$ cat config.mk
export PLATFORM = sky130hd
export DESIGN_NAME = permute_wb
export DESIGN_NICKNAME = d
export VERILOG_FILES = /design/src/hdl/permute_pkg.sv /design/src/hdl/permute_wb.sv
export SDC_FILE = /design/constraint.sdc
export NUM_CORES = 1
export LEC_CHECK = 0
export ABC_AREA = 1
export BUFFER_PORTS_ARGS = -buffer_cell sky130_fd_sc_hd__clkbuf_2
export CORE_AREA = 2 2 460 462
export CTS_CLUSTER_SIZE = 28
export DETAILED_ROUTE_END_ITERATION = 8
export DIE_AREA = 0 0 462 464
export PLACE_DENSITY = 0.3
export SETUP_SLACK_MARGIN = 0.4
export SYNTH_ARGS = -nofsm -noshare
export SYNTH_HDL_FRONTEND = slang
export SYNTH_SLANG_ARGS = --single-unit
$ cat constraint.sdc
create_clock -name clk -period 2 [get_ports clk]
set_input_delay 0.4 -clock clk [delete_from_list [all_inputs] [get_ports clk]]
set_output_delay 0.4 -clock clk [all_outputs]
set_load 0.005 [all_outputs]
$ cat src/hdl/permute_pkg.sv
package permute_pkg;

  // ---------------------------------------------------------------------------
  // Matrix geometry
  // ---------------------------------------------------------------------------
  localparam int ELEM_W     = 16;
  localparam int NUM_LANES  = 8;
  localparam int LANE_IDX_W = 3;

  // Count has to reach NUM_LANES, one bit wider than a lane index
  localparam int CNT_W      = 4;

  localparam int REGID_W    = 8;

  // Flat widths for the top-level ports
  localparam int ROW_W      = NUM_LANES * ELEM_W;
  localparam int IDX_VEC_W  = NUM_LANES * LANE_IDX_W;

  // ---------------------------------------------------------------------------
  // Element, row and index types
  // ---------------------------------------------------------------------------
  typedef logic [ELEM_W-1:0] elem_t;

  // Lane 0 sits in the lowest bits
  typedef elem_t [NUM_LANES-1:0] row_t;

  typedef logic [LANE_IDX_W-1:0] lane_idx_t;

  typedef lane_idx_t [NUM_LANES-1:0] idx_vec_t;

  // Row 0 sits in the lowest bits
  typedef row_t [NUM_LANES-1:0] matrix_t;

endpackage

$ cat src/hdl/permute_wb.sv
`timescale 1ns/1ps

module permute_wb
  import permute_pkg::*;
(
  input  logic                 clk,
  input  logic                 resetn,
  input  matrix_t              rows_i,
  input  logic                 rd_en_i,
  input  lane_idx_t            rd_idx_i,
  input  logic [REGID_W-1:0]   dst_i,
  input  logic                 dst_we_i,
  input  logic [NUM_LANES-1:0] dst_mask_i,
  output logic                 wb_valid_o,
  output row_t                 wb_data_o,
  output logic [REGID_W-1:0]   wb_dst_o,
  output logic                 wb_we_o,
  output logic [NUM_LANES-1:0] wb_mask_o
);

  // Valid and write enable pulse for one cycle per read
  always_ff @(posedge clk) begin
    if (!resetn) begin
      wb_valid_o <= 1'b0;
      wb_we_o    <= 1'b0;
    end else begin
      wb_valid_o <= rd_en_i;
      wb_we_o    <= rd_en_i & dst_we_i;
    end
  end

  // Row and tags hold between reads
  always_ff @(posedge clk) begin
    if (!resetn) begin
      wb_data_o <= '0;
      wb_dst_o  <= '0;
      wb_mask_o <= '0;
    end else if (rd_en_i) begin
      wb_data_o <= rows_i[rd_idx_i];
      wb_dst_o  <= dst_i;
      wb_mask_o <= dst_mask_i;
    end
  end

  a_we_needs_valid: assert property (
    @(posedge clk) disable iff (!resetn)
    $rose(wb_we_o) |-> wb_valid_o
  ) else $error("wb_we_o rose without wb_valid_o");

endmodule

== Word-level counts from Yosys, hierarchy flattened ==
Cells that the tools add are included.

* Bitwise logic cells: 1
* Multiplexer cells: 2
* Magnitude comparators: 1

{| class="wikitable"
|+ Operators with widths
! cell !! count
|-
| $bmux W128 S3 || 1
|-
| $mux W128 || 1
|-
| $lt A3 B4 Y1 const B || 1
|-
| $and A1 B1 Y1 || 1
|}

* Flip-flop bits (word level): 146
* Input port bits: 1047
* Word-level logic and storage cells: 16
* Output and inout bits: 146

== Logic depth before layout (Yosys ltp) ==
Gate-level depths: netlist (run 1).

* Depth after elaboration: 2
* Gate-level depth with buffers: 9
* Gate-level depth less buffers: 6

== Least setup slack after synthesis (run 1) ==
Ideal clock, no wire load.

* Kind: input port to flip-flop
* Start point: in rd_idx_i[0]
* End point: reg wb_data_o[100] (netlist name)
* Cell stages on the path: 9
* Path buffers: 3
* Slack: 0.653 ns
* Required time: 1.872 ns
* Library setup time: 0.128 ns
* Arrival time: 1.218 ns
* Cell sequence: buf_4 > inv_4 > buf_6 > buf_2 > nand2_1 > nand3_1 > nand3_1 > nand2_1 > a21oi_1

* Cells in the longest elaborated chain, start to end: 2

{| class="wikitable"
|+ RTL lines
! element !! RTL line !! text
|-
| from (decl) || permute_wb.sv:10 || <nowiki>input lane_idx_t rd_idx_i,</nowiki>
|-
| $bmux W128 S3 || permute_wb.sv:39 || <nowiki>wb_data_o <= rows_i[rd_idx_i];</nowiki>
|-
| $mux W128 (not written as such) || permute_wb.sv:39 ||
|-
| to (signal assigned) || permute_wb.sv:39 ||
|-
| to (decl) || permute_wb.sv:15 || <nowiki>output row_t wb_data_o,</nowiki>
|}

Every way passes these cells. The select of a mux whose other input is x is not followed.
A chain may end at the register's enable or synchronous reset.

== Final worst setup path (run 1) ==
* Start point: reg wb_data_o[69] (netlist name)
* End point: out wb_data_o[69] (netlist name)

No word-level cell between the ends.

==> metrics.md, run 1 <==
| Metric | Value |
|---|---|
| Status | `complete, no violations` |
| Met1 track demand over resource | `0.190` |
| Syn Nets | `~4700` |
| Initial Util | `0.0843` |
| Largest net degree at the start of global routing | `99` |
| Rel. slew slack | `0.549` |
| Slowest cell delay on critical path | `0.38 ns` |
| GRT Overall Usage | `0.148` |
| Crit Path Category | `reg -> out` |
| Most frequent cells in the layout | `clkbuf_2, nand2_1, inv_1` |
| Post-Synthesis Cells | `3647` |
| Mux contribution to synthesized area | `0` |
| Sequential cell area | `just under 0.003 mm^2` |
| Critical register-to-register path startpoint | `wb_data_o[34]` |
| Routability cong. | `0.914` |
| Mean Syn Cell Area | `4.83 um^2` |
| Worst Path Required | `between 1.5 and 2 ns` |
| Synth cell types | `14` |
| CP Capture Type | `output pin` |
| Setup WS pre-CTS | `-0.244 ns` |
| Maxcap violations | `0` |
| P per Cell Area | `438 mW/mm^2` |
| Largest family of logic cells by synthesized area | `simple AND/OR/NAND/NOR gates` |
| Total Routed Length | `164000 um` |
| Warning count from the yosys run | `0` |
| Synth Area in Adders | `0` |
| Worst hold margin | `roughly 0.099 ns` |
| RSZ-0062 raised after global routing | `no` |
| Vias/cell | `between 3 and 4` |
| Max clock buf depth | `2` |
| Root Buffer | `clkbuf_16` |
| Area Growth Syn to Fin | `61.8%` |
| Fin. max-slew vios | `0` |
| Fin util | `0.136` |
| CTS Sinks | `146` |
| Crit path max-delay family | `flip-flops` |
| Synth Area in XOR/XNOR | `0` |
| Die X-Extent | `462 um` |
| Worst Hold Class | `in -> reg` |
| Fmax achieved | `~650 MHz` |
| Reg2Reg Depth | `2` |
| CP Launch Type | `register` |
| Share of cells above drive strength 1 | `0.293` |
| Clock Latency Late Sink | `0.53 ns` |
| Sequential share of the synthesized area | `0.166` |
| P_sw | `5.36 mW` |
| H-tree depth | `4` |
| Synthesized cell area | `0.0176 mm^2` |
| Slowest-stage cell, CP | `dfxtp_1` |
| Met3 Track Usage GR | `0.0378` |
| Design internal power | `7.13 mW` |
| Drc violations | `0` |
| Initial DRC count | `1524` |
| Tot Pwr | `12.5 mW` |
| Slew @ Worst Pin | `0.676 ns` |
| Placed cell area | `0.0278 mm^2` |
| Grt ovf | `0` |
| R2R setup slack | `1.19 ns` |
| Vias | `26500` |
| Vias in the first global route | `27500` |
| Simple-gate share of the synthesized area | `0.471` |
| Hold Path Sink | `wb_mask_o[3]` |
| Critical Path Stages | `1` |
| Largest area contributor in the netlist | `nand2_1` |
| Design Area, Final | `roughly 0.029 mm^2` |
| Dominant cells by area after synthesis | `nand2_1, inv_1, nand3_1` |
| CTS clk-pin slew, worst paths | `about 0.090 ns` |
| IO Port Bufs | `1192` |
| Num rows | `168` |
| Area of the multi-input gates | `between 0.009 and 0.01 mm^2` |
| Initial antenna violation count | `between 60 and 70` |
| Chip height | `464 um` |
| Hold Crit Depth | `3` |
| Detail Route Antenna Nets | `0` |
| Peak VDD IR | `0.739 mV` |
| Hold Crit Start | `dst_mask_i[3]` |
| Cts bufs inserted | `17` |
| Final period utilization | `0.772` |
| Nets | `5824` |
| Critical-path cell list | `clkbuf_2` |
| Busiest grt layer | `met2` |
| Part of the power in combinational logic | `0.426` |
| Share of the synthesized area in the top cell type | `0.245` |
| # IOs | `~1200` |
| #FFs+latches synth | `146` |
| Clock power frac | `0.311` |
| Final WS setup | `0.456 ns` |
| Die area | `about 0.21 mm^2` |
| Crit path DAT | `1.14 ns` |
| Core Region | `0.209 mm^2` |
| Fillers | `25200` |
| GR Util met2 | `0.247` |
| Buf/Inv on CP | `1` |
| Commonest non-fill, non-tap cell in the layout | `clkbuf_2` |
| CTS tree | `done` |
| Layout Skew | `0 ns` |
| Pleak | `~18 nW` |
| Sw frac | `0.429` |
| First-pass GRT wire length | `around 220000 um` |
| Final hold violations | `0` |
| FF-to-FF End | `wb_data_o[34]` |
| Final min period | `1.54 ns` |
| Flop pwr share | `0.264` |
| Hpwl dp | `142000 um` |
| Synth Area in Compound Gates | `0.0772` |
| Setup violators final | `0` |
| DR pass1 iterations | `5` |
| Worst-path fanout max | `2` |
| Wire per inst | `21.6 um` |
logic make-up after synthesis:
family          Yosys count
flops                   146
compound gates          272
buf+inv                1275
simple gates           1954
cell usage after synthesis:
master	instances
a21oi_1	128
buf_1	4
buf_2	167
buf_4	4
buf_6	5
clkbuf_1	65
dfxtp_1	146
inv_1	1028
inv_2	1
inv_4	1
nand2_1	1153
nand3_1	768
nor2_1	33
o21ai_0	144
metrics by stage:
| step | setup TNS, ns | std cells |
|---|---|---|
| 6_report | 0 | 7613 |
| 5_1_grt | 0 | 7598 |
| 4_1_cts | 0 | 7595 |
| 3_5_place_dp | -0.670 | 7563 |
| 3_3_place_gp | -0.810 | 7563 |
| 2_1_floorplan | 0 | 3647 |
metal layers:
metal  vias to the layer above  routed length (um)
li1                      13000                   -
met1                     12300               73200
met2                      1066               76100
met3                       125               12100
met4                        28                2580
met5                         -                 172
power groups by stage:
stage | sequential, mW | clock [mW] | combinational [mW]
3_5_place_dp | 3.37 | 0 | 5.44
2_1_floorplan | 3.34 | 0 | 2.23
5_1_grt | 3.33 | 4.21 | 5.93
6_report | 3.29 | 3.88 | 5.32
4_1_cts | 3.31 | 4.17 | 5.48
3_3_place_gp | 3.37 | 0 | 5.49
how the worst max path moves through the flow:
| stage | to | from | slack (ns) |
|---|---|---|---|
| floorplan | wb_data_o[100] | rd_idx_i[0] | 0.65 |
| global placement | wb_data_o[40] | rd_idx_i[0] | -0.24 |
| detailed placement | wb_data_o[40] | rd_idx_i[0] | -0.24 |
| CTS | wb_data_o[33] | wb_data_o[33] | 0.36 |
| global route | wb_data_o[48] | wb_data_o[48] | 0.41 |
| finish | wb_data_o[69] | wb_data_o[69] | 0.46 |
what timing repair did:
action,CTS,global route
hold buffers,0,0
setup endpoints to repair,18,3
buffers inserted,0,0
resized for setup,27,3
pin swaps,0,0
registers in the layout, indices dropped and copies added (netlist names):
signal / count
wb_mask_o: 8
wb_valid_o: 1
wb_data_o: 128
wb_we_o: 1
wb_dst_o: 8
area by class of cell:
cell class                 count  area share
inverter                    1030       0.137
clock buffer                  17      0.0149
multi-input combinational   2226       0.339
antenna                       18     0.00158
timing repair buffer        1356       0.275
clock inverter                15     0.00649
sequential                   146       0.104
tap                         2805       0.123
Note: power is estimated with default switching activity, not from simulation.
==> run 2, diff against run 1 <==
CORE_AREA = 2 2 461 463   (was 2 2 460 462)
DIE_AREA = 0 0 463 465   (was 0 0 462 464)
clock period = 1.6 ns   (was 2 ns; I/O delays follow)
==> run 2 against run 1 <==
Combinational power up 42%. Global-route usage grew 0.20 points. Hold slack got worse by 0.0092 ns. Register-to-register slack worse by 0.37 ns. Non-clock buffer count is 98 higher. Clock skew unchanged. Clock power increased by 26%. Routed wire length is 4.9% higher.
==> metrics.md, run 2 (synthesized netlist as in run 1, its figures left out) <==
| Metric | Value |
|---|---|
| Status | `complete, no violations (unchanged)` |
| RSZ-0062 raised after global routing | `yes (was no)` |
| Crit path DAT | `1.06 ns (was 1.14 ns)` |
| Buf/Inv on CP | `1 (unchanged)` |
| Worst-path fanout max | `2 (unchanged)` |
| First-pass GRT wire length | `224000 um (was 220000 um)` |
| Maxcap violations | `0 (unchanged)` |
| Final WS setup | `0.217 ns (was 0.456 ns)` |
| Hold Crit Start | `dst_i[3] (was dst_mask_i[3])` |
| Grt ovf | `0 (unchanged)` |
| Slowest cell delay on critical path | `0.40 ns (was 0.38 ns)` |
| Worst Path Required | `1.28 ns (was 1.60 ns)` |
| Cells after DPL | `7630 (was 7563)` |
| Fillers | `25300 (was 25200)` |
| Critical register-to-register path startpoint | `wb_data_o[102] (was wb_data_o[34])` |
| Area Growth Syn to Fin | `78.1% (was 61.8%)` |
| Vias/cell | `3.48 (was 3.49)` |
| Placed cell area | `0.0282 mm^2 (was 0.0278 mm^2)` |
| CTS clk-pin slew, worst paths | `0.09 ns (about the same)` |
| Max clock buf depth | `2 (unchanged)` |
| Layout Skew | `0 ns (unchanged)` |
| Initial DRC count | `1377 (was 1524)` |
| CTS Sinks | `146 (unchanged)` |
| Drc violations | `0 (unchanged)` |
| Share of cells above drive strength 1 | `0.341 (was 0.293)` |
| Wire per inst | `22.3 um (was 21.6 um)` |
| Final hold violations | `0 (unchanged)` |
| Largest net degree at the start of global routing | `66 (was 99)` |
| Worst hold margin | `0.0894 ns (was 0.0986 ns)` |
| Chip height | `465 um (was 464 um)` |
| CP Launch Type | `register (unchanged)` |
| Non-filler cells, final | `7739 (was 7613)` |
| Detail Route Antenna Nets | `0 (unchanged)` |
| DR pass1 iterations | `7 (was 5)` |
| Commonest non-fill, non-tap cell in the layout | `nand2_1 (was clkbuf_2)` |
| GRT Overall Usage | `0.150 (was 0.148)` |
| # IOs | `1193 (unchanged)` |
| Routability cong. | `0.909 (was 0.914)` |
| Fmax achieved | `approximately 720 MHz` |
| Critical-path cell list | `buf_8 (was clkbuf_2)` |
| Slew @ Worst Pin | `0.618 ns (was 0.676 ns)` |
| Peak VDD IR | `0.988 mV (was 0.739 mV)` |
| Nets | `5923 (was 5824)` |
| Total Routed Length | `172000 um (was 164000 um)` |
| Core Region | `0.211 mm^2 (was 0.209 mm^2)` |
| Slowest-stage cell, CP | `dfxtp_4 (was dfxtp_1)` |
| Most frequent cells in the layout | `nand2_1, clkbuf_2, inv_1 (was clkbuf_2, nand2_1, inv_1)` |
| Cts bufs inserted | `17 (unchanged)` |
| Design Area, Final | `0.0314 mm^2 (was 0.0285 mm^2)` |
| Vias in the first global route | `27700 (was 27500)` |
| H-tree depth | `4 (unchanged)` |
| Biggest regs | `wb_data_o (128), wb_dst_o (8), wb_mask_o (8) (unchanged)` |
| Rel. slew slack | `0.588 (was 0.549)` |
| Vias | `27000 (was 26500)` |
| Hpwl dp | `143000 um (was 142000 um)` |
| Max FFs per register | `128 (unchanged)` |
| Setup violators final | `0 (unchanged)` |
| CTS tree | `done (unchanged)` |
| Tot Pwr | `16.7 mW (was 12.5 mW)` |
| Setup WS pre-CTS | `-0.529 ns (was -0.244 ns)` |
| Initial antenna violation count | `78 (was 64)` |
| Crit Path Category | `reg -> out (unchanged)` |
| Final period utilization | `0.864` |
| Most flop-heavy register | `wb_data_o (unchanged)` |
| Fin. max-slew vios | `0 (unchanged)` |
| Root Buffer | `clkbuf_16 (unchanged)` |
| Initial Util | `0.0836 (was 0.0843)` |
| Crit path launch | `wb_data_o[20] (was wb_data_o[69])` |
| CP Capture Type | `output pin (unchanged)` |
| Die area | `0.215 mm^2 (was 0.214 mm^2)` |
| Crit path max-delay family | `flip-flops (unchanged)` |
| P per Cell Area | `533 mW/mm^2 (was 438 mW/mm^2)` |
| IO Port Bufs | `1192 (unchanged)` |
| Num rows | `169 (was 168)` |
| Pleak | `18.9 nW (was 17.8 nW)` |
| Final min period | `1.38 ns` |
| Clock Latency Late Sink | `0.54 ns (was 0.53 ns)` |
| Die X-Extent | `463 um (was 462 um)` |
| Worst Hold Class | `in -> reg (unchanged)` |
## run 2: worst paths after layout
kind                    endpoint  slack [ns]  cells past startpoint
setup / recovery   wb_data_o[20]        0.22                      1
hold / removal       wb_dst_o[3]        0.09                      3
hold reg to reg     wb_mask_o[5]        0.51                      2
setup reg to reg  wb_data_o[102]        0.82                      3
## run 2: timing repair
action / CTS / global route
pin swaps: 0 / 8
endpoints found under the hold margin: 15 / 0
gates cloned: 2 / 14
hold buffers: 15 / 0
gates resized for setup: 290 / 267
setup buffers: 1 / 16
setup endpoints to repair: 174 / 198
## run 2: final cells by class
class | count | area (um^2) | share of cell area
Timing Repair Buffer | 1454 | 10200 | 0.325
Multi-Input combinational cell | 2226 | 9890 | 0.315
Inverter | 1030 | 3910 | 0.125
Tap cell | 2821 | 3530 | 0.112
Sequential cell | 146 | 3150 | 0.100
Clock buffer | 17 | 425 | 0.0136
Clock inverter | 15 | 190 | 0.00606
Antenna cell | 29 | 72.6 | 0.00231
Timing Repair inverter | 1 | 20.0 | 0.000638
## run 2: metrics by stage
stage           util  setup TNS, ns
6_report       0.149              0
5_1_grt        0.149              0
4_1_cts        0.142              0
3_5_place_dp   0.134         -26.35
3_3_place_gp   0.134         -25.70
2_1_floorplan      -              0
## run 2: power breakdown
| group | internal (mW) | total (mW) | leakage, nW | switching, mW |
|---|---|---|---|---|
| combinational | 3.32 | 7.57 | 17.4 | 4.25 |
| clock | 2.38 | 4.90 | 0.300 | 2.52 |
| sequential | 3.99 | 4.25 | 1.26 | 0.267 |
## run 2: metal layers
metal / part of all wire / track usage / up-vias
li1: - / - / 13300
met1: 0.43 / 0.185 / 12400
met2: 0.45 / 0.238 / 1123
met3: 0.085 / 0.0558 / 156
met4: 0.028 / 0.0488 / 46
met5: 0.0017 / 0 / -
==> run 3, diff against run 2 <==
clock period = 1.5 ns   (was 1.6 ns; I/O delays follow)
==> run 3 against run 2 <==
Routed wire length increased by 2.3%. Core utilization is 1.3 points higher. Via count rose by 1.9%. Combinational power increased by 19%. Final cell count increased by 0.96%. Power is 13% higher. Critical path depth unchanged. Worst setup slack worse by 0.11 ns. First-iteration DRC count up 9.9%. Die area unchanged. Flip-flop and latch count unchanged. Critical path type unchanged. Critical endpoint is now wb_data_o[69]. Largest cell class unchanged.
==> metrics.md, run 3 (synthesized netlist as in run 1, its figures left out) <==
| Metric | Value |
|---|---|
| Status | `complete, no violations (unchanged)` |
| Most flop-heavy register | `wb_data_o (unchanged)` |
| Setup WS pre-CTS | `-0.493 ns (was -0.529 ns)` |
| Drc violations | `0 (unchanged)` |
| Critical-path cell list | `clkbuf_16 (was buf_8)` |
| Max clock buf depth | `2 (unchanged)` |
| Rel. slew slack | `0.613 (was 0.588)` |
| Hold Crit Depth | `3 (unchanged)` |
| Setup violators final | `0 (unchanged)` |
| Core Region | `0.211 mm^2 (unchanged)` |
| Reg2Reg Depth | `3 (unchanged)` |
| # IOs | `1193 (unchanged)` |
| DR pass1 iterations | `7 (unchanged)` |
| Worst Hold Class | `in -> reg (unchanged)` |
| Vias in the first global route | `28500 (was 27700)` |
| Hpwl dp | `147000 um (was 143000 um)` |
| CTS tree | `done (unchanged)` |
| Fillers | `25100 (was 25300)` |
| Worst-path fanout max | `2 (unchanged)` |
| Area Growth Syn to Fin | `93.8% (was 78.1%)` |
| Cts bufs inserted | `17 (unchanged)` |
| FF-to-FF End | `wb_data_o[55] (was wb_data_o[102])` |
| Slew @ Worst Pin | `0.580 ns (was 0.618 ns)` |
| Hold Path Sink | `wb_dst_o[6] (was wb_dst_o[3])` |
| Critical Path Stages | `1 (unchanged)` |
| Vias/cell | `3.52 (was 3.48)` |
| Worst hold margin | `0.117 ns (was 0.0894 ns)` |
| Grt ovf | `0 (unchanged)` |
| Pleak | `20.1 nW (was 18.9 nW)` |
| Hold Crit Start | `dst_i[6] (was dst_i[3])` |
| Initial antenna violation count | `70 (was 78)` |
| Crit path DAT | `1.09 ns (was 1.06 ns)` |
| Final WS setup | `0.112 ns (was 0.217 ns)` |
| Final min period | `1.39 ns` |
| CTS Sinks | `146 (unchanged)` |
| Non-filler cells, final | `7813 (was 7739)` |
| Design Area, Final | `0.0342 mm^2 (was 0.0314 mm^2)` |
| Max FFs per register | `128 (unchanged)` |
| IO Port Bufs | `1192 (unchanged)` |
| R2R setup slack | `0.70 ns (was 0.82 ns)` |
| Maxcap violations | `0 (unchanged)` |
| Fin. max-slew vios | `0 (unchanged)` |
| Fmax achieved | `720 MHz` |
| Detail Route Antenna Nets | `0 (unchanged)` |
| Critical register-to-register path startpoint | `wb_data_o[55] (was wb_data_o[102])` |
| Total Routed Length | `176000 um (was 172000 um)` |
| Clock Latency Late Sink | `0.55 ns (was 0.54 ns)` |
| Initial Util | `0.0836 (unchanged)` |
| Placed cell area | `0.0286 mm^2 (was 0.0282 mm^2)` |
| Chip height | `465 um (unchanged)` |
| Num rows | `169 (unchanged)` |
| CP Capture Type | `output pin (unchanged)` |
| Commonest non-fill, non-tap cell in the layout | `nand2_1 (unchanged)` |
| Die area | `0.215 mm^2 (unchanged)` |
| Largest net degree at the start of global routing | `73 (was 66)` |
| Peak VDD IR | `1.07 mV (was 0.988 mV)` |
| Die X-Extent | `463 um (unchanged)` |
| Layout Skew | `0 ns (unchanged)` |
| Cells after DPL | `7659 (was 7630)` |
| Nets | `6003 (was 5923)` |
| RSZ-0062 raised after global routing | `yes (unchanged)` |
| Initial DRC count | `1514 (was 1377)` |
| Final hold violations | `0 (unchanged)` |
| GRT Overall Usage | `0.154 (was 0.150)` |
| Vias | `27500 (was 27000)` |
| Final period utilization | `0.926` |
| P per Cell Area | `554 mW/mm^2 (was 533 mW/mm^2)` |
| Wire per inst | `22.5 um (was 22.3 um)` |
| Share of cells above drive strength 1 | `0.407 (was 0.341)` |
| Slowest cell delay on critical path | `0.37 ns (was 0.40 ns)` |
| CP Launch Type | `register (unchanged)` |
| Root Buffer | `clkbuf_16 (unchanged)` |
| Worst Path Required | `1.20 ns (was 1.28 ns)` |
| Crit path max-delay family | `flip-flops (unchanged)` |
| Slowest-stage cell, CP | `dfxtp_2 (was dfxtp_4)` |
| Buf/Inv on CP | `1 (unchanged)` |
| H-tree depth | `4 (unchanged)` |
| Biggest regs | `wb_data_o (128), wb_dst_o (8), wb_mask_o (8) (unchanged)` |
| CTS clk-pin slew, worst paths | `0.08 ns (was 0.09 ns)` |
| Routability cong. | `0.924 (was 0.909)` |
| Most frequent cells in the layout | `nand2_1, clkbuf_2, inv_1 (unchanged)` |
| Crit Path Category | `reg -> out (unchanged)` |
| Tot Pwr | `18.9 mW (was 16.7 mW)` |
| First-pass GRT wire length | `230000 um (was 224000 um)` |
[run 3: cell count changes in the layout (fill, tap and decap cells not counted), sizes merged]
cell	before	now
clkbuf	1089	1106
inv	1038	1039
bufbuf	1	2
dlygate4sd3	15	17
clkinvlp	1	0
bufinv	2	3
buf	366	425
diode	29	23
[run 3: power by group]
group	internal (mW)	switching, mW	total (mW)
Clock	2.71	2.69	5.41
Combinational	4.04	4.94	8.98
Sequential	4.25	0.287	4.54
[run 3: worst min-delay path: cells and delay by family]
family,cells,cell delay (ns)
buf+inv,1,0.15
simple gates,2,0.17
[run 3: stage by stage]
| stage | util | TNS, ns |
|---|---|---|
| after floorplan | - | 0 |
| after global placement | 0.135 | -23.88 |
| after detailed placement | 0.135 | -24.51 |
| after CTS | 0.146 | 0 |
| after global routing | 0.162 | 0 |
| final | 0.162 | 0 |
[run 3: timing repair]
item | 4_1_cts | 5_1_grt
setup buffers | 9 | 36
endpoints found under the hold margin | 20 | 0
gates cloned | 7 | 30
hold buffers | 17 | 0
pin swaps | 0 | 107
resized for setup | 311 | 634
endpoints found under the setup margin | 174 | 252
[run 3: layout make-up]
cell class | count | area [um^2] | share of cell area
timing repair inverter | 2 | 41.3 | 0.00121
multi-input combinational | 2226 | 11200 | 0.329
clock buffer | 17 | 425 | 0.0125
clock inverter | 15 | 214 | 0.00626
sequential | 146 | 3150 | 0.0921
antenna | 23 | 57.6 | 0.00168
timing repair buffer | 1533 | 11600 | 0.340
tap | 2821 | 3530 | 0.103
inverter | 1030 | 3910 | 0.115
[run 3: worst max-delay path by stage]
stage / slack [ns] / end / start
floorplan: 0.35 / wb_data_o[33] / rd_idx_i[2]
finish: 0.11 / wb_data_o[69] / wb_data_o[69]
global placement: -0.50 / wb_data_o[102] / rd_idx_i[0]
detailed placement: -0.49 / wb_data_o[102] / rd_idx_i[0]
CTS: 0.003 / wb_data_o[22] / wb_data_o[22]
global route: 0.05 / wb_data_o[93] / wb_data_o[93]
[run 3: routing by layer]
| layer | vias to the layer above | wire length [um] | GRT usage |
|---|---|---|---|
| li1 | 13400 | - | - |
| met1 | 12700 | 75800 | 0.192 |
| met2 | 1121 | 81800 | 0.251 |
| met3 | 184 | 13500 | 0.0486 |
| met4 | 34 | 4940 | 0.0465 |
| met5 | - | 216 | 0 |
