<file path="src/hdl/permute_pkg.sv">
package permute_pkg;

  // ---------------------------------------------------------------------------
  // Matrix geometry
  // ---------------------------------------------------------------------------
  localparam int ELEM_W     = 16;
  localparam int NUM_LANES  = 8;
  localparam int LANE_IDX_W = 3;

  // Count has to reach NUM_LANES, one bit wider than a lane index
  localparam int CNT_W      = 4;

  localparam int REGID_W    = 8;

  // Flat widths for the top-level ports
  localparam int ROW_W      = NUM_LANES * ELEM_W;
  localparam int IDX_VEC_W  = NUM_LANES * LANE_IDX_W;

  // ---------------------------------------------------------------------------
  // Element, row and index types
  // ---------------------------------------------------------------------------
  typedef logic [ELEM_W-1:0] elem_t;

  // Lane 0 sits in the lowest bits
  typedef elem_t [NUM_LANES-1:0] row_t;

  typedef logic [LANE_IDX_W-1:0] lane_idx_t;

  typedef lane_idx_t [NUM_LANES-1:0] idx_vec_t;

  // Row 0 sits in the lowest bits
  typedef row_t [NUM_LANES-1:0] matrix_t;

endpackage

</file>
<file path="src/hdl/permute_ctrl_if.sv">
`timescale 1ns/1ps

interface permute_ctrl_if
  import permute_pkg::*;
();

  // One-hot row write enable for a load
  logic [NUM_LANES-1:0] load_row;
  row_t                 load_data;

  // Shuffle strobe, one cycle per shuffle command
  logic                 shuffle;
  // High selects the row operation, low the column operation
  logic                 row_op;
  idx_vec_t             sel;

  modport seq (
    output load_row,
    output load_data,
    output shuffle,
    output row_op,
    output sel
  );

  modport array (
    input load_row,
    input load_data,
    input shuffle,
    input row_op,
    input sel
  );

endinterface

</file>
<file path="src/hdl/permute_seq.sv">
`timescale 1ns/1ps

module permute_seq
  import permute_pkg::*;
(
  input  logic          clk,
  input  logic          resetn,
  input  logic          en_i,
  input  logic          load_i,
  input  logic          read_i,
  input  logic          row_col_op_i,
  input  idx_vec_t      row_col_num_i,
  input  row_t          a_i,
  permute_ctrl_if.seq   ctrl,
  output logic          rd_en_o,
  output lane_idx_t     rd_idx_o
);

  logic [CNT_W-1:0] count_q;
  logic [CNT_W-1:0] count_dec;
  logic             full;
  logic             empty;

  logic load_cmd;
  logic read_cmd;
  logic shuffle_cmd;
  logic load_take;
  logic read_take;

  // ---------------------------------------------------------------------------
  // Command decode
  // ---------------------------------------------------------------------------
  assign full  = (count_q == CNT_W'(NUM_LANES));
  assign empty = (count_q == '0);

  // Priority is load, then read, then shuffle
  assign load_cmd    = en_i & load_i;
  assign read_cmd    = en_i & ~load_i & read_i;
  assign shuffle_cmd = en_i & ~load_i & ~read_i;

  assign load_take = load_cmd & ~full;
  assign read_take = read_cmd & ~empty;

  // ---------------------------------------------------------------------------
  // Row counter
  // ---------------------------------------------------------------------------
  always_ff @(posedge clk) begin
    if (!resetn) begin
      count_q <= '0;
    end else if (load_take) begin
      count_q <= count_q + CNT_W'(1);
    end else if (read_take) begin
      count_q <= count_dec;
    end
  end

  assign count_dec = count_q - CNT_W'(1);

  // ---------------------------------------------------------------------------
  // Array control and read index
  // ---------------------------------------------------------------------------

  // count_q is below NUM_LANES whenever a load is taken
  assign ctrl.load_row  = load_take ? (NUM_LANES'(1) << count_q[LANE_IDX_W-1:0]) : '0;
  assign ctrl.load_data = a_i;
  assign ctrl.shuffle   = shuffle_cmd;
  assign ctrl.row_op    = row_col_op_i;
  assign ctrl.sel       = row_col_num_i;

  // LIFO order, the last loaded row leaves first
  assign rd_en_o  = read_take;
  assign rd_idx_o = count_dec[LANE_IDX_W-1:0];

  // ---------------------------------------------------------------------------
  // Assertions
  // ---------------------------------------------------------------------------
  a_count_range: assert property (
    @(posedge clk) disable iff (!resetn)
    count_q <= CNT_W'(NUM_LANES)
  ) else $error("row count above %0d", NUM_LANES);

  a_load_row_onehot: assert property (
    @(posedge clk) disable iff (!resetn)
    $onehot0(ctrl.load_row)
  ) else $error("load_row not one-hot");

  // Loads at full and reads at empty are dropped and flagged
  a_load_at_full: assert property (
    @(posedge clk) disable iff (!resetn)
    !(load_cmd && full)
  ) else $warning("load ignored, matrix full");

  a_read_at_empty: assert property (
    @(posedge clk) disable iff (!resetn)
    !(read_cmd && empty)
  ) else $warning("read ignored, matrix empty");

endmodule

</file>
<file path="src/flat_wrapper.sv">
// flat-port wrapper written by rule: the top's interface ports become plain ports
module permute_seq_flat import permute_pkg::*;
  (clk, resetn, en_i, load_i, read_i, row_col_op_i, row_col_num_i, a_i, rd_en_o, rd_idx_o, ctrl_load_row, ctrl_load_data, ctrl_shuffle, ctrl_row_op, ctrl_sel);
  permute_ctrl_if ctrl_i ();
  input  logic clk;
  input  logic resetn;
  input  logic en_i;
  input  logic load_i;
  input  logic read_i;
  input  logic row_col_op_i;
  input  idx_vec_t row_col_num_i;
  input  row_t a_i;
  output logic rd_en_o;
  output lane_idx_t rd_idx_o;
  output wire logic [$bits(ctrl_i.load_row)-1:0] ctrl_load_row;
  output wire logic [$bits(ctrl_i.load_data)-1:0] ctrl_load_data;
  output wire logic [$bits(ctrl_i.shuffle)-1:0] ctrl_shuffle;
  output wire logic [$bits(ctrl_i.row_op)-1:0] ctrl_row_op;
  output wire logic [$bits(ctrl_i.sel)-1:0] ctrl_sel;
  assign ctrl_load_row = ctrl_i.load_row;
  assign ctrl_load_data = ctrl_i.load_data;
  assign ctrl_shuffle = ctrl_i.shuffle;
  assign ctrl_row_op = ctrl_i.row_op;
  assign ctrl_sel = ctrl_i.sel;
  permute_seq u_core (.clk(clk), .resetn(resetn), .en_i(en_i), .load_i(load_i), .read_i(read_i), .row_col_op_i(row_col_op_i), .row_col_num_i(row_col_num_i), .a_i(a_i), .ctrl(ctrl_i), .rd_en_o(rd_en_o), .rd_idx_o(rd_idx_o));
endmodule
</file>
<file path="config.mk">
export PLATFORM = sky130hd
export DESIGN_NAME = permute_seq_flat
export DESIGN_NICKNAME = d
export VERILOG_FILES = /design/src/hdl/permute_pkg.sv /design/src/hdl/permute_ctrl_if.sv /design/src/hdl/permute_seq.sv /design/src/flat_wrapper.sv
export SDC_FILE = /design/constraint.sdc
export NUM_CORES = 1
export LEC_CHECK = 0
export CORE_AREA = 2 2 127 129
export CTS_CLUSTER_DIAMETER = 100
export CTS_CLUSTER_SIZE = 12
export DETAILED_ROUTE_END_ITERATION = 16
export DIE_AREA = 0 0 129 131
export DONT_BUFFER_PORTS = 1
export MAX_ROUTING_LAYER = met4
export PLACE_DENSITY = 0.3
export SYNTH_ARGS = -nofsm -noshare
export SYNTH_HDL_FRONTEND = slang
export SYNTH_SLANG_ARGS = --single-unit
</file>
<file path="constraint.sdc">
create_clock -name clk -period 2.4 [get_ports clk]
set_clock_uncertainty 0.1 [all_clocks]
set_input_delay 0.24 -clock clk [delete_from_list [all_inputs] [get_ports clk]]
set_output_delay 0.24 -clock clk [all_outputs]
set_load 0.05 [all_outputs]
</file>
# Word level (Yosys, flattened, before mapping)
# Cells that the tools add are included.
[classes]
n_eq_ne = 1
add_sub_neg = 2
n_shift = 1
n_bitwise = 10
muxes = 3
reduce_logical = 2
[ops]
columns = ["op", "count"]
rows = [
  ["4-bit 2-to-1 mux", 2],
  ["8-bit 2-to-1 mux", 1],
  ["1-bit by 3-bit << shifter with 8-bit output, first input constant", 1],
  ["1-bit bitwise AND", 6],
  ["4-bit by 1-bit adder with 4-bit output, second input constant", 1],
  ["4-bit equality test, second input constant", 1],
  ["4-bit zero test", 1],
  ["1-bit NOT", 4],
  ["4-bit by 1-bit subtractor with 4-bit output, second input constant", 1],
  ["2-bit nonzero test", 1],
]
[totals]
elab_cells = 20
reg_bits = 4
output_inout_bits = 166

# Longest topological paths before layout
# Gate-level depths: netlist of the first run.
[depth]
word_depth = 6
depth_mapped = 6
depth_no_buf = 6

# Worst setup path before layout of the first run
# OpenSTA, ideal clock, no wires.
[synth_path]
path_type = "reg2out"
start = "reg u_core.count_q[0]"
end = "out ctrl_load_row[1]"
t_required_ns = 2.060
setup_slack_ns = 0.274
arrival_ns = 1.786
path_buffers = 0
stages_incl_launch_ff = 6
cell_sequence = "dfxtp_1 > inv_1 > ha_1 > nand3b_1 > and3_2 > and3_1"
[synth_via]
elab_chain_len = 4
word_cells_on_any_way = 5
[synth_rtl]
columns = ["element", "line_no", "rtl"]
rows = [
  ["start: declaration", "permute_seq.sv:19", "logic [CNT_W-1:0] count_q;"],
  ["start signal: assignment", "permute_seq.sv:51", "count_q <= count_q + CNT_W'(1);"],
  ["start signal: assignment", "permute_seq.sv:53", "count_q <= count_dec;"],
  ["4-bit equality test", "permute_seq.sv:33", "assign full = (count_q == CNT_W'(NUM_LANES));"],
  ["1-bit NOT", "permute_seq.sv:41", "assign load_take = load_cmd & ~full;"],
  ["1-bit bitwise AND", "permute_seq.sv:41", ""],
  ["8-bit 2-to-1 mux (*)", "permute_seq.sv:64", "assign ctrl.load_row = load_take ? (NUM_LANES'(1) << count_q[LANE_IDX_W-1:0]) : '0;"],
  ["end: declaration", "flat_wrapper.sv:15", "output wire logic [$bits(ctrl_i.load_row)-1:0] ctrl_load_row;"],
]
# Mark *: on every way between the ends. The rest lies on a longest branch, timed or not.

# Final worst setup path of the first run
[layout_path]
start = "reg u_core.count_q[0]"
end = "out ctrl_load_row[2]"
# The elaborated chain is that of the path after synthesis.

==> results of run 1 <==
## kinds of logic after synthesis
kind of cell	Yosys count
DFF	4
AOI/OAI and AO/OA	8
and+or+nand+nor	19
adders and majority gates	8
buffers and inverters	160
muxes	2
## through the flow
step | cell area [µm²] | total power [mW]
final | 938 | 0.442
after global routing | 938 | 0.465
after CTS | 938 | 0.450
after detailed placement | 863 | 0.190
after global placement | 863 | 0.191
after floorplan | 1590 | 0.839
## layout make-up
type | instances | area [µm²]
clock buffer | 3 | 75.1
fill | 1831 | 14700
timing repair buffer | 10 | 150
sequential | 4 | 80.1
tap | 216 | 270
inverter | 7 | 26.3
multi-input combinational | 37 | 337
## cells in the final DEF, fill, tap and decap left out
master / instances
nand3b_1: 1
o211ai_1: 1
nand3_2: 1
and2b_2: 1
o41ai_2: 1
and3_2: 4
ha_1: 8
o311ai_4: 1
nor2b_1: 1
and3_1: 2
dfxtp_1: 4
a21oi_1: 1
buf_4: 4
nand3_1: 1
a21boi_2: 1
buf_12: 6
and2_1: 6
mux2_2: 1
inv_1: 7
o21a_1: 2
nand2b_1: 1
o22ai_1: 1
mux2i_1: 1
nand2_1: 1
clkbuf_16: 3
## per-layer routing
metal / vias up / wire length, µm / GRT usage
li1: 192 / - / -
met1: 234 / 821 / 0.0235
met2: 60 / 1310 / 0.0482
met3: 78 / 624 / 0.0220
met4: 0 / 697 / 0.0818
met5: - / 0 / -
## where the power goes
| part | internal [mW] | switching (mW) | total [mW] | leakage (nW) |
|---|---|---|---|---|
| Sequential | 0.0709 | 0.00745 | 0.0784 | 0.0325 |
| Clock | 0.213 | 0.0442 | 0.257 | 0.0370 |
| Combinational | 0.0367 | 0.0706 | 0.107 | 0.254 |
| Total | 0.320 | 0.122 | 0.442 | 0.323 |
## how the worst min path moves through the flow
stage | startpoint | end | depth (start not counted)
after floorplan | resetn | u_core.count_q[0]$_SDFFE_PN0P_ | 1
after global placement | resetn | u_core.count_q[0]$_SDFFE_PN0P_ | 1
after detailed placement | resetn | u_core.count_q[2]$_SDFFE_PN0P_ | 1
after CTS | resetn | u_core.count_q[2]$_SDFFE_PN0P_ | 1
after global routing | resetn | u_core.count_q[0]$_SDFFE_PN0P_ | 1
final | resetn | u_core.count_q[0]$_SDFFE_PN0P_ | 1
==> metrics.txt, run 1 <==
Final ANT Viol Nets 0; WP depth 6; first-pass GRT wire length 4250 µm; Num CTS Buffers 3; count leader, synth buf_4; fraction of registers with async set/reset 0; max reg flops 4; post-synthesis simple-gate area fraction 0.0802; vias in the first global route 627; WHS 0.0367 ns; CTS Hold Bufs 0; most flop-heavy register u_core.count_q; postcts setup bufs 0; reg-to-reg setup timing slack 0.62 ns; final setup vio count 0; pin count of the biggest net entering global routing 9; share of the synthesized area in the top cell type 0.722; gpl congestion 0.635; Setup TNS Final 0 ns; Worst path slowest cell dfxtp_1; setup slack after layout 0.275 ns; Tcrit/Tclk final 0.885; GRT overflow 0; combinational family with the most area after synthesis buffers and inverters; Worst-path clk slew 0.03 ns; Seq/Total Area, Yosys 0.0503; first-pass iteration count of the detailed router 2; mean post-synth cell area 7.92 µm²; DRC violations left 0; CTS root buf clkbuf_16; final hold vios 0; R2R depth 6; Worst slew margin 0.664; Adder-Cell Fraction of Synth Area 0.0629; area of the die 16900 µm²; Synth area leader buf_4; critical setup path kind flop to output port; post-route minimum period 2.12 ns; fin. max-slew vios 0; post-cts gate resize count 0; CTS tree done; max-cap viol count 0; num ports 324; r2r endpoint u_core.count_q[2]$_SDFFE_PN0P_; vias 564; critical path's largest stage delay 0.44 ns; number of nets in the layout 229; DR vias/cell 2.04; CP Launch Point u_core.count_q[0]$_SDFFE_PN0P_; top post-synthesis cells by area buf_4 (72%), ha_1 (6.3%), dfxtp_1 (5.0%); layout cell share with drive strength beyond 1 0.377; Die H 131 µm; H-tree depth 1; die width 129 µm; crit path capture ctrl_load_row[2]; biggest regs u_core.count_q (4); crit path DAT 1.78 ns; GRT Total Usage 0.0382; Worst Path Required 2.06 ns; Place WS 0.464 ns; antenna violations before repair 0; Compound-Gate Fraction of Synth Area 0.0550; Synth Area in XOR/XNOR 0; Hold Crit Class input pin to flop; utilization after layout 0.0602; area of the mapped netlist 1590 µm²; Clock Sinks 4; Yosys warning total 0; worst-path cell chain inv_1 > ha_1 > nand3b_1 > and3_2 > and3_1 > buf_12; I/O Buffers 0; Clk Latency, worst-skew pair 0.22 ns; starting density of the core 0.102; drt first-iter violations 17; Row Count 46; Post-synth EDFFs 0; post-synthesis mux area share 0.0134; Peak supply drop 155 µV; run status finished, final reports clean; syn nets 367; post-synthesis register bit count 4; fmax 471 MHz; final WL 3460 µm; Worst Path Max Fanout 7; Reg-to-Reg Start u_core.count_q[0]$_SDFFE_PN0P_; Routed WL per cell 12.5 µm; Clock Path Buffers 2; Lkg Pwr 0.323 nW; unrepaired setup endpoints after global routing no; synthesis-to-layout area growth -41.0%; ys flop type dfxtp_1; Crit path max-delay family simple AND/OR/NAND/NOR gates; CP Capture Type output port; ant diodes 0; Core Region 15600 µm²; synth unique cells 23; Worst-Margin Slew 0.508 ns; Setup crit start kind flop; Commonest cells post-synth buf_4 (153), ha_1 (8), inv_1 (7); placed insts 274; Syn Inst Count 201; Final Instance Count excl. Fillers 277; worst path bufs/invs 2; P per Cell Area 471 nW/µm²
Note: power is estimated with default switching activity, not from simulation.
==> inputs of run 2 (changes only) <==
--- a/config.mk
+++ b/config.mk
@@ -5,6 +5,7 @@
 export SDC_FILE = /design/constraint.sdc
 export NUM_CORES = 1
 export LEC_CHECK = 0
+export CAP_MARGIN = 20
 export CORE_AREA = 2 2 127 129
 export CTS_CLUSTER_DIAMETER = 100
 export CTS_CLUSTER_SIZE = 12
@@ -12,7 +13,6 @@
 export DIE_AREA = 0 0 129 131
 export DONT_BUFFER_PORTS = 1
 export MAX_ROUTING_LAYER = met4
-export PLACE_DENSITY = 0.3
 export SYNTH_ARGS = -nofsm -noshare
 export SYNTH_HDL_FRONTEND = slang
 export SYNTH_SLANG_ARGS = --single-unit
==> constraint.sdc (replaced) <==
create_clock -name clk -period 2.3 [get_ports clk]
set_clock_uncertainty 0.1 [all_clocks]
set_input_delay 0.23 -clock clk [delete_from_list [all_inputs] [get_ports clk]]
set_output_delay 0.23 -clock clk [all_outputs]
set_load 0.05 [all_outputs]
==> metrics.txt, run 2 (synthesized netlist as in run 1, its figures left out) <==
run status finished, final reports clean; r2r endpoint u_core.count_q[2]$_SDFFE_PN0P_; H-tree depth 1 (unchanged); post-route minimum period 2.12 ns; post-cts gate resize count 0 (unchanged); worst-path cell chain inv_1 > ha_1 > nand3b_1 > and3_2 > and3_1 > buf_12; CTS Hold Bufs 0 (unchanged); DRC violations left 0 (unchanged); die width 129 µm (unchanged); critical path's largest stage delay 0.44 ns (about the same); Clock Path Buffers 2 (unchanged); unrepaired setup endpoints after global routing no; GRT Total Usage 0.0551 (+0.0169); most flop-heavy register u_core.count_q; Setup crit start kind flop; fmax 471 MHz; postcts setup bufs 0 (unchanged); reg-to-reg setup timing slack 0.60 ns (-0.02 ns); most frequent cells in the layout ha_1 (8), inv_1 (7), and2_1 (6), buf_12 (6), buf_4 (6); Hold EP u_core.count_q[2]$_SDFFE_PN0P_; Die H 131 µm (unchanged); Worst-path clk slew 0.03 ns (about the same); Clk Latency, worst-skew pair 0.22 ns (about the same); vias in the first global route 737 (+18%); ant diodes 0 (unchanged); GRT overflow 0 (unchanged); Routed WL per cell 17.7 µm (+42%); max reg flops 4 (unchanged); Core Region 15600 µm² (unchanged); Tot Pwr 0.471 mW (+6.5%); Reg-to-Reg Start u_core.count_q[0]$_SDFFE_PN0P_; vias 631 (+12%); DR vias/cell 2.26 (+11%); CTS root buf clkbuf_16; utilization after layout 0.0611 (+0.000963); final setup vio count 0 (unchanged); first-pass GRT wire length 5840 µm (+38%); Worst path slowest cell dfxtp_1; Worst Min Path Start resetn; max-cap viol count 0 (unchanged); Worst Path Max Fanout 7 (unchanged); Worst Path Required 1.97 ns (-0.09 ns); Lkg Pwr 0.333 nW (+3.1%); final hold vios 0 (unchanged); starting density of the core 0.102 (unchanged); Num CTS Buffers 3 (unchanged); num ports 324 (unchanged); pin count of the biggest net entering global routing 9 (unchanged); Worst-Margin Slew 0.537 ns (+0.0295 ns); Met3 Routed Length 1440 µm (+130%); I/O Buffers 0 (unchanged); crit path DAT 1.79 ns (about the same); layout cell share with drive strength beyond 1 0.397 (+0.0198); Tcrit/Tclk final 0.924; WHS 0.0238 ns (-0.0129 ns); fin. max-slew vios 0 (unchanged); metal1 wirelength 693 µm (-16%); CTS tree done; worst path bufs/invs 2 (unchanged); Peak supply drop 142 µV (-8.2%); highest routed layer met4; drt first-iter violations 6 (-11); most common cell after layout, fill and taps aside ha_1; CP Capture Type output port; Row Count 46 (unchanged); WL met2 1930 µm (+47%); Setup TNS Final 0 ns (unchanged); Hold Crit Class input pin to flop; antenna violations before repair 0 (unchanged); Worst slew margin 0.644 (-0.0196); first-pass iteration count of the detailed router 2 (unchanged); area of the die 16900 µm² (unchanged); R2R depth 6 (unchanged); P per Cell Area 494 nW/µm² (+4.8%); biggest regs u_core.count_q (4); Final ANT Viol Nets 0 (unchanged); critical setup path kind flop to output port; DP HPWL 4210 µm; final WL 4940 µm (+43%); number of nets in the layout 231 (+0.87%); gpl congestion 0.687 (+8.2%); Clock Sinks 4 (unchanged); synthesis-to-layout area growth -40.1%; Crit path max-delay family simple AND/OR/NAND/NOR gates; worst hold stages 1 (unchanged)
## run 2: cell types whose count changed in the layout (fill, tap and decap cells not counted)
cell	before	now
buf_4	4	6
## run 2: how the worst max path moves through the flow
stage                     slack (ns)                to                            from  cells past startpoint
after global routing            0.04  ctrl_load_row[2]  u_core.count_q[0]$_SDFFE_PN0P_                      6
final                           0.18  ctrl_load_row[2]  u_core.count_q[0]$_SDFFE_PN0P_                      6
after CTS                       0.14  ctrl_load_row[2]  u_core.count_q[0]$_SDFFE_PN0P_                      6
after floorplan                 0.18  ctrl_load_row[1]  u_core.count_q[0]$_SDFFE_PN0P_                      5
after global placement          0.45  ctrl_load_row[1]  u_core.count_q[0]$_SDFFE_PN0P_                      6
after detailed placement        0.39  ctrl_load_row[2]  u_core.count_q[0]$_SDFFE_PN0P_                      6
## run 2: layer usage
layer / global-route usage / vias up
li1: - / 199
met1: 0.0200 / 227
met2: 0.0682 / 123
met3: 0.0688 / 82
met4: 0.0985 / 0
met5: - / -
## run 2: metrics by stage
step | setup WS (ns) | instances | area (µm²)
3_5_place_dp | 0.388 | 276 | 878
2_1_floorplan | 0.184 | 201 | 1590
3_3_place_gp | 0.453 | 276 | 878
4_1_cts | 0.140 | 279 | 953
6_report | 0.175 | 279 | 953
5_1_grt | 0.0402 | 279 | 953
## run 2: layout make-up
class / count / area, µm²
Tap cell: 216 / 270
Sequential cell: 4 / 80.1
Fill cell: 1831 / 14600
Clock buffer: 3 / 75.1
Multi-Input combinational cell: 37 / 337
Inverter: 7 / 26.3
Timing Repair Buffer: 12 / 165
## run 2: report_power, final
group | internal [mW] | total [mW] | switching (mW)
logic | 0.0417 | 0.117 | 0.0752
registers | 0.0740 | 0.0816 | 0.00758
clock network | 0.222 | 0.273 | 0.0503
total | 0.338 | 0.471 | 0.133
==> inputs of run 3 (changes only) <==
--- a/config.mk
+++ b/config.mk
@@ -6,6 +6,8 @@
 export NUM_CORES = 1
 export LEC_CHECK = 0
 export CAP_MARGIN = 20
+export CELL_PAD_IN_SITES_DETAIL_PLACEMENT = 1
+export CELL_PAD_IN_SITES_GLOBAL_PLACEMENT = 2
 export CORE_AREA = 2 2 127 129
 export CTS_CLUSTER_DIAMETER = 100
 export CTS_CLUSTER_SIZE = 12
@@ -13,6 +15,7 @@
 export DIE_AREA = 0 0 129 131
 export DONT_BUFFER_PORTS = 1
 export MAX_ROUTING_LAYER = met4
+export PLACE_DENSITY_LB_ADDON = 0.1
 export SYNTH_ARGS = -nofsm -noshare
 export SYNTH_HDL_FRONTEND = slang
 export SYNTH_SLANG_ARGS = --single-unit
==> metrics.txt, run 3 (synthesized netlist as in run 1, its figures left out) <==
run status finished, final reports clean; CTS Hold Bufs 0 (unchanged); number of nets in the layout 230 (-0.43%); ant diodes 0 (unchanged); Worst path slowest cell dfxtp_1; final hold vios 0 (unchanged); fin. max-slew vios 0 (unchanged); most frequent cells in the layout ha_1 (8), inv_1 (7), and2_1 (6), buf_12 (6), buf_4 (5); gpl congestion 0.572 (-17%); P per Cell Area 494 nW/µm² (about the same); DP HPWL 2540 µm (-40%); Worst Path Max Fanout 6 (-1); first-pass iteration count of the detailed router 2 (unchanged); Worst slew margin 0.652 (+0.00818); storage element area 81.3 µm² (+1.6%); Tot Pwr 0.468 mW (-0.74%); max-cap viol count 0 (unchanged); Routed WL per cell 10.7 µm (-40%); Lkg Pwr 0.328 nW (-1.5%); critical path's largest stage delay 0.42 ns (-0.02 ns); Final Instance Count excl. Fillers 278 (-0.36%); final setup vio count 0 (unchanged); area of the die 16900 µm² (unchanged); placed cell area 871 µm² (-0.85%); Worst-path clk slew 0.03 ns (about the same); Worst Min Path Start resetn; H-tree depth 1 (unchanged); switching share of power 0.278 (-0.00470); CP Capture Type output port; final WL 2980 µm (-40%); Num CTS Buffers 3 (unchanged); Hold Crit Class input pin to flop; die width 129 µm (unchanged); DR vias/cell 1.94 (-14%); Clk Latency, worst-skew pair 0.22 ns (about the same); post-route minimum period 2.10 ns (-0.0261 ns); worst path bufs/invs 2 (unchanged); worst hold stages 1 (unchanged); DRC violations left 0 (unchanged); vias in the first global route 593 (-20%); setup slack after layout 0.202 ns (+0.0261 ns); R2R depth 6 (unchanged); Final ANT Viol Nets 0 (unchanged); pin count of the biggest net entering global routing 9 (unchanged); starting density of the core 0.102 (unchanged); CP Launch Point u_core.count_q[1]$_SDFFE_PN0P_; placed insts 275 (-0.36%); GRT overflow 0 (unchanged); layout cell share with drive strength beyond 1 0.403 (+0.00640); drt first-iter violations 5 (-1); Reg-to-Reg Start u_core.count_q[1]$_SDFFE_PN0P_; most common cell after layout, fill and taps aside ha_1; Worst Path Required 1.97 ns (about the same); Setup crit start kind flop; area occupied by multi-input gates 337 µm² (unchanged); Core Region 15600 µm² (unchanged); CTS tree done; net load switching power 0.130 mW (-2.4%); Die H 131 µm (unchanged); Hold EP u_core.count_q[0]$_SDFFE_PN0P_; crit path DAT 1.77 ns (-0.02 ns); unrepaired setup endpoints after global routing no; Internal 0.338 mW (about the same); Clock Power Share 0.577 (-0.002); fmax 477 MHz (+1.2%); Clock Sinks 4 (unchanged); Row Count 46 (unchanged); Final Cell Area 947 µm² (-0.66%); Crit path max-delay family simple AND/OR/NAND/NOR gates; GRT Total Usage 0.0340 (-0.0211); Peak supply drop 138 µV (-3.2%); Clock Path Buffers 2 (unchanged); synthesis-to-layout area growth -40.5%; Worst-Margin Slew 0.525 ns (-0.0124 ns); worst-path cell chain inv_1 > ha_1 > nand3b_1 > and3_2 > and3_1 > buf_12; sequential share of power 0.177 (+0.004); antenna violations before repair 0 (unchanged); max reg flops 4 (unchanged); r2r endpoint u_core.count_q[2]$_SDFFE_PN0P_; most flop-heavy register u_core.count_q; Place WS 0.341 ns (-0.0476 ns); FILL cells 1848 (+0.93%); vias 540 (-14%); biggest regs u_core.count_q (4); Combinational Power Share 0.246 (-0.002); critical setup path kind flop to output port; num ports 324 (unchanged); first-pass GRT wire length 3940 µm (-33%); Tcrit/Tclk final 0.912 (-0.0113); I/O Buffers 0 (unchanged); CTS root buf clkbuf_16; reg-to-reg setup timing slack 0.50 ns (-0.10 ns); Setup TNS Final 0 ns (unchanged)
==> run 3: cell count changes in the layout (fill, tap and decap cells not counted) <==
| cell | delta |
|---|---|
| dfxtp_2 | +1 |
| buf_4 | -1 |
| dfxtp_1 | -1 |
==> run 3: worst max path at each step <==
stage                  endpoint  slack (ns)  cells past startpoint
2_1_floorplan  ctrl_load_row[1]        0.18                      5
3_3_place_gp   ctrl_load_row[1]        0.42                      6
3_5_place_dp   ctrl_load_row[2]        0.34                      6
4_1_cts        ctrl_load_row[2]         0.1                      6
5_1_grt        ctrl_load_row[2]        0.03                      6
6_report       ctrl_load_row[2]        0.20                      6
==> run 3: power by group through the flow <==
stage | Sequential, mW | Combinational [mW] | Clock [mW]
after floorplan | 0.0808 | 0.794 | 0
after global placement | 0.0832 | 0.121 | 0
after detailed placement | 0.0838 | 0.120 | 0
after CTS | 0.0828 | 0.120 | 0.277
after global routing | 0.0843 | 0.126 | 0.283
final | 0.0827 | 0.115 | 0.270
==> run 3: layout make-up <==
type / count / area share
sequential: 4 / 0.0859
inverter: 7 / 0.0277
clock buffer: 3 / 0.0793
tap: 216 / 0.285
timing repair buffer: 11 / 0.166
multi-input combinational: 37 / 0.355
==> run 3: worst register-to-register path, stage by stage, from the launching register on <==
cell and delay, ns:
dfxtp_1 0.36, inv_1 0.10, ha_1 0.24, inv_1 0.09, o311ai_4 0.41, o22ai_1 0.18, o21a_1 0.21
==> run 3: stage by stage <==
stage | hold slack [ns] | util
6_report | 0.0242 | 0.0607
5_1_grt | 0.0225 | 0.0607
4_1_cts | 0.0254 | 0.0606
3_5_place_dp | 0.256 | 0.0558
3_3_place_gp | 0.250 | 0.0558
2_1_floorplan | 0.247 | -
==> run 3: metal layers <==
layer,global-route usage,part of all wire,routed length (µm)
met5,-,0,0
met4,0.0505,0.12,362
met3,0.0187,0.14,404
met2,0.0458,0.43,1290
met1,0.0276,0.31,918
==> run 3: what timing repair did <==
| item | 4_1_cts | 5_1_grt |
|---|---|---|
| setup endpoints to repair | 0 | 1 |
| buffers inserted | 0 | 0 |
| resized for setup | 0 | 1 |
